--- src/common/link_frame_pkg.sv ---
`default_nettype none

package link_frame_pkg;

    localparam int PREAMBLE_PULSES = 8;
    localparam int INTERVALS = PREAMBLE_PULSES - 1;
    localparam int EDGE_CNT_W = $clog2(PREAMBLE_PULSES + 1);

    localparam int PACKET_BITS = 64;
    localparam int TX_PULSES = PREAMBLE_PULSES + PACKET_BITS;
    localparam int COUNT_W = $clog2(TX_PULSES + 1);

    localparam int CREDIT_INIT = 4; // bytes the consumer can take.
    localparam int CREDIT_W = 3;

    // msb is the earliest sample.
    typedef logic [7:0] byte_t;

endpackage

`default_nettype wire

--- src/common/link_timing_pkg.sv ---
`default_nettype none

package link_timing_pkg;

    localparam int TIMEOUT_CYCLES = 14000; // preamble gap limit.
    localparam int TX_PERIOD = 10000;      // transmit strobe spacing.

    localparam int CNT_W = 15;
    localparam int SUM_W = 18;             // seven intervals plus headroom.
    localparam int DIV_W = $clog2(SUM_W + 1);

    // controller states.
    localparam int ST_W = 3;
    localparam logic [ST_W-1:0] ST_IDLE    = 3'd0;
    localparam logic [ST_W-1:0] ST_COLLECT = 3'd1;
    localparam logic [ST_W-1:0] ST_LOAD    = 3'd2;
    localparam logic [ST_W-1:0] ST_STROBE  = 3'd3;
    localparam logic [ST_W-1:0] ST_TX_WAIT = 3'd4;
    localparam logic [ST_W-1:0] ST_TX_RUN  = 3'd5;

endpackage

`default_nettype wire

--- src/common/strobe_if.sv ---
`timescale 1ns/1ns
`default_nettype none

interface strobe_if
    import link_timing_pkg::*, link_frame_pkg::*;
();

    logic               start;      // one cycle, loads period.
    logic               tx_mode;
    logic [CNT_W-1:0]   period;
    logic               half_first;
    logic               abort;      // level, stops the burst.

    logic               strobe;
    logic [COUNT_W-1:0] count;
    logic               done;       // with the last strobe.

    modport ctrl (
        output start, tx_mode, period, half_first, abort,
        input  strobe, count, done
    );

    modport gen (
        input  start, tx_mode, period, half_first, abort,
        output strobe, count, done
    );

endinterface

`default_nettype wire

--- src/link_ctrl/link_ctrl.sv ---
`timescale 1ns/1ns
`default_nettype none

module link_ctrl
    import link_timing_pkg::*, link_frame_pkg::*;
(
    input  wire             clk,
    input  wire             rst,
    input  wire             rx_mode,
    input  wire             rf_edge,
    input  wire             tx_edge,
    input  wire [CNT_W-1:0] avg,
    input  wire             avg_valid,
    input  wire             timeout,
    output logic            meter_enable,
    output logic            meter_clear,
    output logic            fsm_rst,
    output logic            packer_clear,
    strobe_if.ctrl          sif
);

    logic [ST_W-1:0]  state;
    logic             start_q;
    logic             tx_mode_q;
    logic             half_first_q;
    logic [CNT_W-1:0] period_q;

    // meter runs only while a preamble may be arriving.
    assign meter_enable = rx_mode && (state == ST_IDLE || state == ST_COLLECT);

    // mode flip in mid-burst.
    assign sif.abort = (state == ST_STROBE && !rx_mode) || (state == ST_TX_RUN && rx_mode);

    // packer only listens while packet bits are being strobed.
    assign packer_clear = (state != ST_STROBE);

    assign sif.start      = start_q;
    assign sif.tx_mode    = tx_mode_q;
    assign sif.half_first = half_first_q;
    assign sif.period     = period_q;

    always_ff @(posedge clk or negedge rst) begin
        if (!rst) begin
            state        <= ST_IDLE;
            start_q      <= 1'b0;
            tx_mode_q    <= 1'b0;
            half_first_q <= 1'b0;
            fsm_rst      <= 1'b0;
            meter_clear  <= 1'b0;
        end else begin
            start_q     <= 1'b0;
            fsm_rst     <= 1'b0;
            meter_clear <= 1'b0;

            case (state)
                ST_IDLE: begin
                    if (!rx_mode) begin
                        state <= ST_TX_WAIT;
                    end else if (rf_edge) begin
                        fsm_rst <= 1'b1; // first preamble pulse.
                        state   <= ST_COLLECT;
                    end
                end

                ST_COLLECT: begin
                    if (!rx_mode) begin
                        meter_clear <= 1'b1;
                        state       <= ST_TX_WAIT;
                    end else if (timeout) begin
                        fsm_rst <= 1'b1;
                        state   <= ST_IDLE; // meter drops the preamble itself.
                    end else begin
                        if (rf_edge) begin
                            fsm_rst <= 1'b1;
                        end
                        if (avg_valid) begin
                            state <= ST_LOAD;
                        end
                    end
                end

                ST_LOAD: begin
                    if (!rx_mode) begin
                        meter_clear <= 1'b1;
                        state       <= ST_TX_WAIT;
                    end else begin
                        start_q      <= 1'b1;
                        half_first_q <= 1'b1;
                        tx_mode_q    <= 1'b0;
                        state        <= ST_STROBE;
                    end
                end

                ST_STROBE: begin
                    if (!rx_mode) begin
                        meter_clear <= 1'b1;
                        state       <= ST_TX_WAIT;
                    end else if (sif.done) begin
                        meter_clear <= 1'b1;
                        state       <= ST_IDLE;
                    end
                end

                ST_TX_WAIT: begin
                    if (rx_mode) begin
                        state <= ST_IDLE;
                    end else if (tx_edge) begin
                        start_q      <= 1'b1;
                        half_first_q <= 1'b0;
                        tx_mode_q    <= 1'b1;
                        state        <= ST_TX_RUN;
                    end
                end

                ST_TX_RUN: begin
                    if (rx_mode || sif.done) begin
                        state <= ST_IDLE;
                    end
                end

                default: begin
                    state <= ST_IDLE;
                end
            endcase
        end
    end

    // period handed to the generator with start.
    always_ff @(posedge clk) begin
        if (state == ST_LOAD) begin
            period_q <= avg;
        end else if (state == ST_TX_WAIT && tx_edge) begin
            period_q <= CNT_W'(TX_PERIOD);
        end
    end

endmodule

`default_nettype wire

--- src/logic/edge_sync.sv ---
`timescale 1ns/1ns
`default_nettype none

module edge_sync (
    input  wire  clk,
    input  wire  rst,
    input  wire  din,
    output logic edge_pulse
);

    logic sync_1;
    logic sync_2;
    logic prev;

    // two flops against metastability, then a rise detector.
    always_ff @(posedge clk or negedge rst) begin
        if (!rst) begin
            sync_1     <= 1'b0;
            sync_2     <= 1'b0;
            prev       <= 1'b0;
            edge_pulse <= 1'b0;
        end else begin
            sync_1     <= din;
            sync_2     <= sync_1;
            prev       <= sync_2;
            edge_pulse <= sync_2 && !prev; // 3 cycles after din rises.
        end
    end

endmodule

`default_nettype wire

--- src/logic/interval_meter.sv ---
`timescale 1ns/1ns
`default_nettype none

module interval_meter
    import link_timing_pkg::*, link_frame_pkg::*;
(
    input  wire              clk,
    input  wire              rst,
    input  wire              enable,
    input  wire              clear,
    input  wire              edge_pulse,
    output logic [CNT_W-1:0] avg,
    output logic             avg_valid,
    output logic             timeout
);

    logic [EDGE_CNT_W-1:0] edge_cnt;
    logic [CNT_W-1:0]      count;
    logic [SUM_W-1:0]      sum;
    logic [CNT_W-1:0]      tail_q;
    logic [2:0]            tail_r;
    logic [SUM_W-1:0]      div_q;
    logic [2:0]            div_r;
    logic [DIV_W-1:0]      div_step;
    logic                  collecting;
    logic                  take_edge;
    logic [3:0]            rem_shift;
    logic                  rem_ge;
    logic [3:0]            rem_sum;

    assign collecting = (edge_cnt != '0) && (edge_cnt < EDGE_CNT_W'(PREAMBLE_PULSES));
    assign take_edge  = enable && edge_pulse && (edge_cnt < EDGE_CNT_W'(PREAMBLE_PULSES));
    assign timeout    = enable && collecting && (count == CNT_W'(TIMEOUT_CYCLES));

    // restoring divide by seven, one quotient bit per cycle.
    assign rem_shift = {div_r, div_q[SUM_W-1]};
    assign rem_ge    = rem_shift >= 4'(INTERVALS);

    // remainders of the first six intervals and of the last one.
    assign rem_sum = {1'b0, div_r} + {1'b0, tail_r};

    always_ff @(posedge clk or negedge rst) begin
        if (!rst) begin
            edge_cnt  <= '0;
            count     <= '0;
            sum       <= '0;
            tail_q    <= '0;
            tail_r    <= '0;
            div_step  <= '0;
            avg_valid <= 1'b0;
        end else if (clear || timeout) begin
            edge_cnt  <= '0;
            count     <= '0;
            sum       <= '0;
            tail_q    <= '0;
            tail_r    <= '0;
            div_step  <= '0;
            avg_valid <= 1'b0;
        end else begin
            if (div_step != '0) begin
                div_step <= div_step - 1'b1;
            end
            if (take_edge) begin
                edge_cnt <= edge_cnt + 1'b1;
                count    <= CNT_W'(1);
                tail_q   <= '0;
                tail_r   <= 3'd1;
                if (edge_cnt != '0) begin
                    sum <= sum + SUM_W'(count);
                end
                if (edge_cnt == EDGE_CNT_W'(PREAMBLE_PULSES - 2)) begin
                    div_step <= DIV_W'(SUM_W); // six intervals are in.
                end
                if (edge_cnt == EDGE_CNT_W'(PREAMBLE_PULSES - 1)) begin
                    avg_valid <= 1'b1;
                end
            end else if (enable && collecting) begin
                count <= count + 1'b1;
                // last interval kept as count/7 and count%7.
                if (tail_r == 3'(INTERVALS - 1)) begin
                    tail_r <= '0;
                    tail_q <= tail_q + 1'b1;
                end else begin
                    tail_r <= tail_r + 1'b1;
                end
            end
        end
    end

    always_ff @(posedge clk) begin
        if (take_edge && edge_cnt == EDGE_CNT_W'(PREAMBLE_PULSES - 2)) begin
            div_q <= sum + SUM_W'(count);
            div_r <= '0;
        end else if (div_step != '0) begin
            div_q <= {div_q[SUM_W-2:0], rem_ge};
            div_r <= rem_ge ? 3'(rem_shift - 4'(INTERVALS)) : rem_shift[2:0];
        end
        if (take_edge && edge_cnt == EDGE_CNT_W'(PREAMBLE_PULSES - 1)) begin
            avg <= CNT_W'(div_q) + tail_q + CNT_W'(rem_sum >= 4'(INTERVALS));
        end
    end

endmodule

`default_nettype wire

--- src/logic/pulse_link_top.sv ---
`timescale 1ns/1ns
`default_nettype none

module pulse_link_top
    import link_timing_pkg::*, link_frame_pkg::*;
(
    input  wire   clk,
    input  wire   rst,
    input  wire   rfin,
    input  wire   rx_mode,
    input  wire   rx_bit,
    input  wire   tx_rdy,
    input  wire   credit_return,
    output logic  sh_en,
    output logic  fsm_rst,
    output byte_t byte_data,
    output logic  byte_valid,
    output logic  overrun
);

    logic             rf_edge;
    logic             tx_edge;
    logic [CNT_W-1:0] avg;
    logic             avg_valid;
    logic             timeout;
    logic             meter_enable;
    logic             meter_clear;
    logic             packer_clear;

    strobe_if sif ();

    edge_sync u_rf_sync (
        .clk        (clk),
        .rst        (rst),
        .din        (rfin),
        .edge_pulse (rf_edge)
    );

    edge_sync u_tx_sync (
        .clk        (clk),
        .rst        (rst),
        .din        (tx_rdy),
        .edge_pulse (tx_edge)
    );

    interval_meter u_meter (
        .clk        (clk),
        .rst        (rst),
        .enable     (meter_enable),
        .clear      (meter_clear),
        .edge_pulse (rf_edge),
        .avg        (avg),
        .avg_valid  (avg_valid),
        .timeout    (timeout)
    );

    link_ctrl u_ctrl (
        .clk          (clk),
        .rst          (rst),
        .rx_mode      (rx_mode),
        .rf_edge      (rf_edge),
        .tx_edge      (tx_edge),
        .avg          (avg),
        .avg_valid    (avg_valid),
        .timeout      (timeout),
        .meter_enable (meter_enable),
        .meter_clear  (meter_clear),
        .fsm_rst      (fsm_rst),
        .packer_clear (packer_clear),
        .sif          (sif.ctrl)
    );

    strobe_gen u_gen (
        .clk   (clk),
        .rst   (rst),
        .sif   (sif.gen),
        .sh_en (sh_en)
    );

    sample_packer u_packer (
        .clk           (clk),
        .rst           (rst),
        .clear         (packer_clear),
        .strobe        (sif.strobe),
        .rx_bit        (rx_bit),
        .credit_return (credit_return),
        .byte_data     (byte_data),
        .byte_valid    (byte_valid),
        .overrun       (overrun)
    );

endmodule

`default_nettype wire

--- src/logic/sample_packer.sv ---
`timescale 1ns/1ns
`default_nettype none

module sample_packer
    import link_frame_pkg::*;
(
    input  wire   clk,
    input  wire   rst,
    input  wire   clear,
    input  wire   strobe,
    input  wire   rx_bit,
    input  wire   credit_return,
    output byte_t byte_data,
    output logic  byte_valid,
    output logic  overrun
);

    logic [6:0]          shift_q;
    logic [2:0]          bit_cnt;
    byte_t               pend_data;
    byte_t               next_byte;
    logic                pending;
    logic [CREDIT_W-1:0] credits;
    logic                send;
    logic                byte_done;
    logic                credit_add;
    logic                load_pend;

    assign next_byte  = {shift_q, rx_bit};
    assign byte_done  = strobe && !clear && (bit_cnt == 3'd7);
    assign send       = pending && (credits != '0);
    assign credit_add = credit_return && (credits < CREDIT_W'(CREDIT_INIT));
    assign load_pend  = byte_done && (!pending || send); // slot free this cycle.

    always_ff @(posedge clk or negedge rst) begin
        if (!rst) begin
            bit_cnt    <= '0;
            pending    <= 1'b0;
            credits    <= CREDIT_W'(CREDIT_INIT);
            byte_valid <= 1'b0;
            overrun    <= 1'b0;
        end else begin
            byte_valid <= send;
            if (clear) begin
                bit_cnt <= '0;
            end else if (strobe) begin
                bit_cnt <= bit_cnt + 1'b1;
            end

            if (load_pend) begin
                pending <= 1'b1;
            end else if (send) begin
                pending <= 1'b0;
            end
            if (byte_done && !load_pend) begin
                overrun <= 1'b1; // new byte lost, sticky.
            end

            case ({send, credit_add})
                2'b10:   credits <= credits - 1'b1;
                2'b01:   credits <= credits + 1'b1;
                default: credits <= credits;
            endcase
        end
    end

    always_ff @(posedge clk) begin
        if (strobe && !clear) begin
            shift_q <= next_byte[6:0];
        end
        if (load_pend) begin
            pend_data <= next_byte;
        end
        if (send) begin
            byte_data <= pend_data;
        end
    end

endmodule

`default_nettype wire

--- src/logic/strobe_gen.sv ---
`timescale 1ns/1ns
`default_nettype none

module strobe_gen
    import link_timing_pkg::*, link_frame_pkg::*;
(
    input  wire   clk,
    input  wire   rst,
    strobe_if.gen sif,
    output logic  sh_en
);

    logic [CNT_W-1:0]   period_q;
    logic [CNT_W-1:0]   cnt;
    logic [CNT_W-1:0]   first_len;
    logic [COUNT_W-1:0] count_q;
    logic [COUNT_W-1:0] total;
    logic               active;
    logic               tx_q;
    logic               strobe_q;
    logic               done_q;
    logic               last;

    assign first_len = sif.half_first ? (sif.period >> 1) : sif.period;
    assign total     = tx_q ? COUNT_W'(TX_PULSES) : COUNT_W'(PACKET_BITS);
    assign last      = count_q == total - 1'b1;

    assign sif.strobe = strobe_q;
    assign sif.done   = done_q;
    assign sif.count  = count_q;
    assign sh_en      = strobe_q;

    always_ff @(posedge clk or negedge rst) begin
        if (!rst) begin
            cnt      <= '0;
            count_q  <= '0;
            active   <= 1'b0;
            tx_q     <= 1'b0;
            strobe_q <= 1'b0;
            done_q   <= 1'b0;
        end else begin
            strobe_q <= 1'b0;
            done_q   <= 1'b0;
            if (sif.abort) begin
                active  <= 1'b0;
                cnt     <= '0;
                count_q <= '0;
            end else if (sif.start) begin
                cnt     <= first_len - 1'b1; // strobe lands first_len after start.
                count_q <= '0;
                tx_q    <= sif.tx_mode;
                active  <= 1'b1;
            end else if (active) begin
                if (cnt <= CNT_W'(1)) begin
                    strobe_q <= 1'b1;
                    cnt      <= period_q;
                    count_q  <= count_q + 1'b1;
                    if (last) begin
                        done_q <= 1'b1;
                        active <= 1'b0;
                    end
                end else begin
                    cnt <= cnt - 1'b1;
                end
            end
        end
    end

    always_ff @(posedge clk) begin
        if (sif.start) begin
            period_q <= sif.period;
        end
    end

endmodule

`default_nettype wire

--- config.mk ---
export PLATFORM = sky130hd
export DESIGN_NAME = pulse_link_top
export DESIGN_NICKNAME = d
export VERILOG_FILES = /design/src/common/link_frame_pkg.sv /design/src/common/link_timing_pkg.sv /design/src/common/strobe_if.sv /design/src/link_ctrl/link_ctrl.sv /design/src/logic/edge_sync.sv /design/src/logic/interval_meter.sv /design/src/logic/pulse_link_top.sv /design/src/logic/sample_packer.sv /design/src/logic/strobe_gen.sv
export SDC_FILE = /design/constraint.sdc
export NUM_CORES = 1
export LEC_CHECK = 0
export BUFFER_PORTS_ARGS = -buffer_cell sky130_fd_sc_hd__buf_2
export CORE_AREA = 2 2 131 146
export CTS_BUF_LIST = sky130_fd_sc_hd__clkbuf_8
export DETAILED_ROUTE_END_ITERATION = 7
export DIE_AREA = 0 0 133 148
export PLACE_DENSITY = 0.81
export RECOVER_POWER = 100
export SLEW_MARGIN = 10
export SYNTH_ARGS = -nofsm -noshare
export SYNTH_HDL_FRONTEND = slang
export SYNTH_HIERARCHICAL = 1
export SYNTH_SLANG_ARGS = --single-unit
--- constraint.sdc ---
create_clock -name clk -period 10.8 [get_ports clk]
set_input_delay 2.16 -clock clk [delete_from_list [all_inputs] [get_ports clk]]
set_output_delay 2.16 -clock clk [all_outputs]
set_load 0.05 [all_outputs]
==> reports/metrics.yaml, run 1 <==
logic_synthesis:
  synthTopCellsByArea: "dfrtp_1 (26%), edfxtp_1 (24%), ha_1 (5.3%)"
  ys_seq_area_share_pct: 50.5
  ys_ff_latch: 201
  synthTopCellsByCount: "dfrtp_1 (111), nand2_1 (107), nor2_1 (93)"
  yosys.area.top_type: "dfrtp_1"
  syn-num-nets: 1075
  syn_inst: 1017
  synth.top_cell.area_share_pct: 25.7
  syn_area_sq_um: 10800
  synth_warnings: 6
  synth.avg_cell_area_sq_um: 10.6
  synth_edf_count: 86
  synth_flop_cell: "dfrtp_1"
  postSynth.asyncResetShare_pct: 55.7
  yosysMostFrequentCell: "dfrtp_1"
  synth.distinct_cells: 90
power_and_ir_drop:
  peakVddDrop_uv: 123
  leakage_nw: 4.76
  power_density_nw_per_um2: 213
clock_network:
  cts_buffers: 35
  clkSlewWorstSetupHoldPaths_ns: 0.06
  cts_max_path_buffers: 3
  cts.sinks: 201
  cts_max_level: 2
  cts-resized-gates: 0
  cts_tree: "done"
  cts_root_buffer: "clkbuf_8"
  cts_hold_buf: 0
  cts_setup_buffers: 0
  clock_latency_ns: 0.53
place:
  gp_congestion: 0.869
  hpwl_mm: 15.0
  placed_area_sq_um: 11100
  place_ws_ns: 5.79
  placement.io_buffers: 18
floorplan:
  core_area_sq_um: 18200
  die-height_um: 148
  start_util_pct: 59.5
  ioPinCount: 19
  fp.dieW_um: 133
  fp-row-count: 52
  fp.dieArea_sq_um: 19700
sta:
  hold_ws_ns: 0.352
  setup_slack_ns: 5.82
  fin_skew_ns: 0.0159
  setup_viol: 0
  period_share_pct: 46.1
  period_needed_ns: 4.98
  rsz0062_at_grt: "no"
  hold_viol: 0
  max_freq_ghz: 0.201
  drv_slew: 151
  fin_tns_setup_ns: 0
  worst_slew_pin_slew_ns: 2.90
  timing.slew.headroom_pct: -93.0
global_route:
  overflow: 0
  grt_first_pass_wirelength_mm: 36.4
  grt_max_degree: 65
  first_global_vias: 7502
  grt.total_usage_pct: 22.7
  antenna_found_initial: 0
detailed_routing:
  ant_nets: 0
  wirelength_mm: 21.8
  drc: 0
  avgViaCountPerCell: 5.93
  wl_per_cell_um: 16.6
  dr_total_vias: 7768
  drt_iter0_markers: 611
  drt-pass1-iter-count: 5
run:
  cap_violations: 4
setup_path:
  required_ns: 11.15
  worstRegToRegCells: 13
  crit_start: "rx_mode"
  worstPathArrival_ns: 5.33
  timing.rr.end: "u_meter/avg[14]$_DFFE_PP_"
  critPathKind: "input port to register"
  ff2ff_setup_slack_ns: 6.50
  r2r_start: "u_meter/tail_r[0]$_DFFE_PN0P_"
  cp-start-kind: "input port"
  endpoint_kind: "register"
  critPathCapture: "u_meter/count[12]$_DFFE_PN0P_"
  crit_fanout: 31
run_status:
  violations: "capacitance limit, slew limit"
  outcome: "complete, but fails checks"
cells_and_area:
  final_layout_size_suffix_gt1_share_pct: 8.35
  finalNetCount: 1097
  syn2layout_area_growth_pct: 8.09
  finalInstanceArea_sq_um: 11700
  num_antenna_cells: 0
min_path:
  hold_class: "register to register"
## report_power, final
group,internal (mW),switching [mW],leakage [nW]
Clock,0.387,0.318,0.397
Sequential,0.959,0.164,2.29
Combinational,0.280,0.373,2.06
Total,1.63,0.855,4.76
## per-layer routing
| layer | routed length [um] | vias to the layer above | GRT usage (%) |
|---|---|---|---|
| met4 | 646 | 0 | 10.0 |
| met1 | 9440 | 3719 | 29.1 |
| li1 | - | 3751 | - |
| met2 | 10600 | 240 | 38.0 |
| met3 | 1030 | 58 | 4.05 |
| met5 | 0 | - | 0 |
## area by class of cell
cell class	count	area [sq um]
fillers	1404	6490
multi-input cells	748	4980
inverters	28	105
clock inverters	25	179
repair buffers	25	110
well taps	243	304
clock buffers	39	537
flip-flops and latches	201	5450
## worst min-delay path by stage
| stage | cells past startpoint | startpoint | slack [ns] | end |
|---|---|---|---|---|
| after floorplan | 0 | u_rf_sync/sync_1$_DFF_PN0_ | 0.33 | u_rf_sync/sync_2$_DFF_PN0_ |
| final | 0 | u_tx_sync/sync_1$_DFF_PN0_ | 0.35 | u_tx_sync/sync_2$_DFF_PN0_ |
| after global placement | 0 | u_rf_sync/sync_1$_DFF_PN0_ | 0.34 | u_rf_sync/sync_2$_DFF_PN0_ |
| after detailed placement | 0 | u_rf_sync/sync_1$_DFF_PN0_ | 0.34 | u_rf_sync/sync_2$_DFF_PN0_ |
| after CTS | 0 | u_tx_sync/sync_1$_DFF_PN0_ | 0.35 | u_tx_sync/sync_2$_DFF_PN0_ |
| after global routing | 0 | u_tx_sync/sync_1$_DFF_PN0_ | 0.37 | u_tx_sync/sync_2$_DFF_PN0_ |
## through the flow
stage	util, %	total power, mW	std cells
final	64.3	2.48	1309
after global routing	64.3	2.63	1309
after CTS	64.9	2.50	1309
after detailed placement	60.9	1.79	1245
after global placement	60.9	1.75	1245
after floorplan	-	1.60	1017
## sequential cells by signal, summed over array words and instances (netlist names), 4 cells and up
register            count
u_packer/byte_data      8
u_ctrl/sif.period      15
u_gen/sif.count         7
u_meter/sum            18
u_meter/div_step        5
u_packer/shift_q        7
u_meter/avg            15
u_packer/pend_data      8
u_meter/edge_cnt        4
u_meter/tail_q         15
u_gen/period_q         15
u_meter/count          15
u_gen/cnt              15
u_meter/div_q          18
## cell usage in the layout, fill, tap and decap left out, drive strengths merged, types with 45 or more instances in the layout
cell type / instances
nor2: 94
ha: 46
dfrtp: 111
xnor2: 50
a21oi: 63
edfxtp: 86
nand2: 108
o21ai: 45
clkbuf: 57
## logic make-up (layout without fill, tap and decap cells)
logic type               after synthesis  count (layout)  share of synthesized area (%)
buffers and inverters                 68             117                           2.77
AND/OR/NAND/NOR                      377             377                           18.3
flip-flops                           201             201                           50.5
XOR/XNOR                              87              87                           7.06
adder cells (fa/ha/maj)               51              51                           6.26
AO/OA/AOI/OAI                        220             220                           13.9
multiplexers                          13              13                           1.29
## critical path, stage by stage
cell and delay (ns):
clkbuf_1 0.30, nand2b_2 0.15, nor2_1 0.10, and2b_1 0.23, nand3_1 0.12, o311ai_0 0.93
clkbuf_1 1.18, nor2_1 0.14
Note: power is estimated with default switching activity, not from simulation.
==> inputs of run 2 (changes only) <==
Settings changed: ABC_AREA from default to 1, CORE_AREA 2 2 131 146 to 2 2 140 156, DIE_AREA 0 0 133 148 to 0 0 142 158, PLACE_DENSITY 0.81 to 0.82.
Clock period 10.8 ns to 4.1 ns, I/O delays scaled along.
==> run 2 against run 1 <==
  * The flow still finishes with violations (capacitance limit, slew limit)
  * Flip-flop and latch count stayed put
  * Utilization fell by 3.1 points
  * Count of clock-buffer cells in the layout is 1 lower
  * Design area up 9.8%
  * Synthesized cell count is 44% higher
  * Combinational power grew to 4.4 times the previous value
  * Critical path depth grew 2
  * Clock skew rose by 0.014 ns
  * Sequential power grew to 2.7 times the previous value
  * First-iteration DRC count decreased by 4.4%
  * Sequential share of layout area down 4.2 points
  * Critical endpoint is now u_meter/div_q[11]$_DFFE_PP_
  * Largest power group unchanged
==> reports/metrics.yaml, run 2 <==
place:
  place_ws_ns: 0.855
  hpwl_mm: 18.6
  placed_area_sq_um: 12300
  gp_congestion: 0.936
  placement.io_buffers: 18
floorplan:
  fp-row-count: 56
  die-height_um: 158
  ioPinCount: 19
  fp.dieArea_sq_um: 22400
  core_area_sq_um: 21000
  fp.dieW_um: 142
  start_util_pct: 57.7
detailed_routing:
  ant_nets: 0
  avgViaCountPerCell: 5.41
  wirelength_mm: 25.1
  drc: 0
  wl_per_cell_um: 14.1
  dr_total_vias: 9659
  drt_iter0_markers: 584
  drt-pass1-iter-count: 5
cells_and_area:
  num_antenna_cells: 0
  final_common_cell: "nand2_1"
  final_cell_mix: "nand2_1 (437), inv_1 (165), nor2_1 (146), nand3_1 (124), dfrtp_1 (111)"
  final_layout_size_suffix_gt1_share_pct: 8.80
  finalNetCount: 1555
  top_regs: "u_meter/div_q x18, u_meter/sum x18"
  fill_cells: 1737
  syn2layout_area_growth_pct: 6.03
  regArea_sq_um: 5450
  finalInstanceArea_sq_um: 12800
  multi_input_area_sq_um: 5660
sta:
  period_share_pct: 86.3
  setup_viol: 0
  hold_ws_ns: 0.361
  fin_tns_setup_ns: 0
  worst_slew_pin_slew_ns: 2.79
  hold_viol: 0
  fin_skew_ns: 0.0297
  timing.slew.headroom_pct: -86.1
  rsz0062_at_grt: "no"
  period_needed_ns: 3.54
  max_freq_ghz: 0.283
  setup_slack_ns: 0.562
  drv_slew: 90
clock_network:
  cts-resized-gates: 0
  clock_latency_ns: 0.55
  cts_max_level: 2
  cts_hold_buf: 0
  cts.sinks: 201
  cts_buffers: 35
  clkSlewWorstSetupHoldPaths_ns: 0.06
  cts_root_buffer: "clkbuf_8"
  cts_max_path_buffers: 3
  cts_setup_buffers: 0
  cts_tree: "done"
setup_path:
  cp-start-kind: "register"
  r2r_start: "u_ctrl/state[2]$_DFFE_PN0P_"
  crit_start: "u_ctrl/state[2]$_DFFE_PN0P_"
  critPathCapture: "u_meter/div_q[11]$_DFFE_PP_"
  critPathKind: "register to register"
  endpoint_kind: "register"
  ff2ff_setup_slack_ns: 0.56
  timing.rr.end: "u_meter/div_q[11]$_DFFE_PP_"
  crit_fanout: 21
  worstPathArrival_ns: 3.93
  required_ns: 4.49
  worstRegToRegCells: 10
global_route:
  overflow: 0
  first_global_vias: 9279
  grt_first_pass_wirelength_mm: 42.6
  grt.total_usage_pct: 23.2
  antenna_found_initial: 0
  grt_max_degree: 64
power_and_ir_drop:
  intPower_mw: 4.49
  p_seq_share_pct: 39.7
  peakVddDrop_uv: 310
  switching_power_mw: 3.10
  power_density_nw_per_um2: 592
  p_clk_share_pct: 22.1
  netSwitchingFraction_pct: 40.9
  power.share.combinational_pct: 38.2
  leakage_nw: 6.15
logic_synthesis:
  syn_area_sq_um: 12100
  synthTopCellsByCount: "nand2_1 (436), inv_1 (151), nor2_1 (140)"
  synth.top_cell.area_share_pct: 23.0
  postSynth.asyncResetShare_pct: 55.7
  synthTopCellsByArea: "dfrtp_1 (23%), edfxtp_1 (21%), nand2_1 (14%)"
  synth_edf_count: 86
  ys_seq_area_share_pct: 45.1
  yosys.area.top_type: "dfrtp_1"
  synth_flop_cell: "dfrtp_1"
  syn_inst: 1466
  yosysMostFrequentCell: "nand2_1"
  synth_warnings: 6
  syn-num-nets: 1524
  ys_ff_latch: 201
  synth.distinct_cells: 57
  synth.avg_cell_area_sq_um: 8.24
run_status:
  violations: "capacitance limit, slew limit"
  outcome: "complete, but fails checks"
min_path:
  hold_class: "register to register"
run:
  cap_violations: 2
[run 2: cell count changes in the layout (fill, tap and decap cells not counted), moves of 13 or more]
cell / delta
nand2_1: +329
inv_1: +131
nand2_2: +13
xnor2_1: -37
or3_1: -14
nor2_1: +53
nand3_1: +103
a211oi_1: -14
[run 2: metal layers]
metal | up-vias | track usage [%] | routed length (um)
met3 | 55 | 3.36 | 1270
met2 | 248 | 41.4 | 12400
met1 | 4502 | 28.8 | 10800
met4 | 0 | 8.43 | 675
met5 | - | 0 | 0
li1 | 4854 | - | -
[run 2: through the flow]
stage	util [%]	instances	power, mW
floorplan	-	1466	5.35
global placement	58.7	1721	5.84
detailed placement	58.7	1721	5.95
CTS	61.8	1784	7.66
global route	61.2	1784	8.19
finish	61.2	1784	7.59
[run 2: cell families (layout without fill, tap and decap cells)]
logic type / count (synthesis) / in the layout / synth area share, %
simple gates: 832 / 832 / 31.9
flops: 201 / 201 / 45.1
buf+inv: 194 / 251 / 7.35
compound gates: 144 / 144 / 6.86
fa+ha+maj: 51 / 51 / 5.59
xor+xnor: 44 / 44 / 3.19
[run 2: cell type report]
type	instances	share of cell area (%)
Inverter	165	4.91
Sequential cell	201	42.5
Multi-Input combinational cell	1071	44.1
Clock inverter	25	0.957
Tap cell	261	2.55
Clock buffer	38	4.08
Timing Repair Buffer	23	0.850
[run 2: worst min-delay path by stage]
stage	depth (start not counted)	from	end
after floorplan	0	u_rf_sync/sync_1$_DFF_PN0_	u_rf_sync/sync_2$_DFF_PN0_
after global placement	0	u_tx_sync/sync_1$_DFF_PN0_	u_tx_sync/sync_2$_DFF_PN0_
after detailed placement	0	u_rf_sync/sync_1$_DFF_PN0_	u_rf_sync/sync_2$_DFF_PN0_
after CTS	1	rst	u_meter/tail_q[1]$_DFFE_PN0P_
after global routing	1	rfin	u_rf_sync/sync_1$_DFF_PN0_
final	0	u_rf_sync/sync_1$_DFF_PN0_	u_rf_sync/sync_2$_DFF_PN0_
[run 2: critical path: stages, from the launching register on]
cell and delay [ns]:
dfrtp_1 0.52, nor2_1 0.27, inv_1 0.09, nor2_1 0.21
nand2_4 0.07, nor2_1 0.65, inv_6 0.21, nor2_1 0.22
clkbuf_1 0.74, nand3_1 0.28, nand2_1 0.11
[run 2: power by group through the flow]
stage	clock (mW)	sequential [mW]	combinational [mW]
3_3_place_gp	0	3.03	2.81
6_report	1.68	3.01	2.89
4_1_cts	1.72	3.02	2.92
5_1_grt	1.81	3.07	3.31
2_1_floorplan	0	2.91	2.44
3_5_place_dp	0	3.05	2.91
==> inputs of run 3 (changes only) <==
Settings changed: ABC_AREA 1 to default, CORE_AREA 2 2 140 156 to 2 2 162 180, DIE_AREA 0 0 142 158 to 0 0 164 182, PLACE_DENSITY 0.82 to 0.6.
==> run 3 against run 2 <==
  * The run still ends with capacitance limit, slew limit left
  * Sequential share of layout area is 3.6 points higher
  * Count of clock-buffer cells in the layout grew 3
  * Hold slack got worse by 0.012 ns
  * Clock power grew 6%
  * Utilization down 19 points
  * Via count down 21%
  * Total power fell by 15%
  * Wire length is 9.8% lower
  * Highest routed layer unchanged
==> reports/metrics.yaml, run 3 (synthesized netlist as in run 1, its figures left out) <==
floorplan:
  die-height_um: 182
  core_area_sq_um: 28200
  fp.dieW_um: 164
  ioPinCount: 19
  fp-row-count: 65
  start_util_pct: 38.2
  fp.dieArea_sq_um: 29800
place:
  placed_area_sq_um: 11200
  gp_congestion: 0.813
  placement.io_buffers: 18
  place_ws_ns: 0.365
  hpwl_mm: 16.1
  place_inst: 1373
power_and_ir_drop:
  peakVddDrop_uv: 283
  finalPower_mw: 6.43
  switching_power_mw: 2.18
  power_density_nw_per_um2: 544
  power.share.combinational_pct: 26.5
  leakage_nw: 4.77
  netSwitchingFraction_pct: 34.0
  p_seq_share_pct: 45.7
  p_clk_share_pct: 27.7
  intPower_mw: 4.24
sta:
  timing.slew.headroom_pct: -13.6
  fin_tns_setup_ns: 0
  setup_slack_ns: 0.411
  hold_viol: 0
  hold_ws_ns: 0.349
  period_needed_ns: 3.69
  setup_viol: 0
  period_share_pct: 90.0
  rsz0062_at_grt: "no"
  fin_skew_ns: 0.0237
  drv_slew: 132
  worst_slew_pin_slew_ns: 1.70
  max_freq_ghz: 0.271
detailed_routing:
  drt-pass1-iter-count: 7
  avgViaCountPerCell: 5.31
  ant_nets: 0
  wirelength_mm: 22.7
  dr_total_vias: 7625
  drc: 0
  wl_per_cell_um: 15.8
  drt_iter0_markers: 358
clock_network:
  cts-resized-gates: 0
  cts_root_buffer: "clkbuf_8"
  cts.sinks: 201
  cts_tree: "done"
  cts_max_path_buffers: 3
  cts_hold_buf: 0
  clock_latency_ns: 0.52
  clkSlewWorstSetupHoldPaths_ns: 0.06
  cts_buffers: 36
  cts_max_level: 2
  cts_setup_buffers: 0
cells_and_area:
  regArea_sq_um: 5450
  syn2layout_area_growth_pct: 9.39
  finalNetCount: 1101
  fill_cells: 2748
  multi_input_area_sq_um: 4980
  top_regs: "u_meter/div_q x18, u_meter/sum x18"
  fin_cells: 1437
  final_cell_mix: "dfrtp_1 (111), nand2_1 (108), nor2_1 (93), edfxtp_1 (86), a21oi_1 (63)"
  finalInstanceArea_sq_um: 11800
  num_antenna_cells: 0
  final_layout_size_suffix_gt1_share_pct: 7.76
  final_common_cell: "dfrtp_1"
  final_util_pct: 41.8
run_status:
  violations: "capacitance limit, slew limit"
  outcome: "complete, but fails checks"
global_route:
  first_global_vias: 7474
  overflow: 0
  grt_first_pass_wirelength_mm: 38.1
  antenna_found_initial: 0
  grt.total_usage_pct: 15.7
  grt_max_degree: 61
setup_path:
  cp-start-kind: "register"
  r2r_start: "u_meter/tail_r[0]$_DFFE_PN0P_"
  crit_fanout: 7
  worstRegToRegCells: 13
  critPathKind: "register to register"
  endpoint_kind: "register"
  crit_start: "u_meter/tail_r[0]$_DFFE_PN0P_"
  required_ns: 4.35
  worstPathArrival_ns: 3.94
run:
  cap_violations: 3
min_path:
  worstHoldStart: "u_tx_sync/sync_1$_DFF_PN0_"
  hold_class: "register to register"
  whs_path_depth: 0
==> run 3: power groups by stage <==
stage / registers, mW / logic (mW) / clock network [mW]
global route: 3.00 / 1.96 / 1.95
detailed placement: 2.99 / 1.73 / 0
CTS: 2.95 / 1.75 / 1.85
global placement: 2.98 / 1.71 / 0
floorplan: 2.81 / 1.41 / 0
finish: 2.94 / 1.71 / 1.78
==> run 3: critical path, stage by stage, from the launching register on <==
cell and delay, ns:
dfrtp_1 0.46, ha_1 0.27, fa_1 0.38, xor2_1 0.17, a311oi_1 0.32, fa_1 0.27, fa_1 0.21, nor2b_1 0.07
o31a_1 0.28, o41ai_1 0.36, a31oi_1 0.19, a21o_1 0.21, a21oi_1 0.17, xnor2_1 0.08
==> run 3: final cells by class <==
| cell class | count | area share [%] |
|---|---|---|
| inverters | 28 | 0.890 |
| clock buffers | 41 | 4.78 |
| well taps | 368 | 3.90 |
| repair buffers | 28 | 1.08 |
| flip-flops and latches | 201 | 46.1 |
| multi-input cells | 748 | 42.2 |
| clock inverters | 23 | 1.04 |
==> run 3: final timing paths <==
| kind | endpoint | slack [ns] |
|---|---|---|
| max | u_meter/avg[14]$_DFFE_PP_ | 0.41 |
| min | u_tx_sync/sync_2$_DFF_PN0_ | 0.35 |
| max reg2reg | u_meter/avg[14]$_DFFE_PP_ | 0.41 |
| min reg2reg | u_tx_sync/sync_2$_DFF_PN0_ | 0.35 |
| max in group asynchronous | u_meter/count[9]$_DFFE_PN0P_ | 1.29 |
| min in group asynchronous | u_gen/cnt[4]$_DFFE_PN0P_ | 0.69 |
==> run 3: layer usage <==
metal | track usage [%] | up-vias | routed length [um]
met5 | 0 | - | 0
met4 | 4.53 | 0 | 482
met3 | 3.04 | 41 | 1010
met2 | 26.5 | 157 | 10900
met1 | 20.6 | 3667 | 10200
li1 | - | 3760 | -
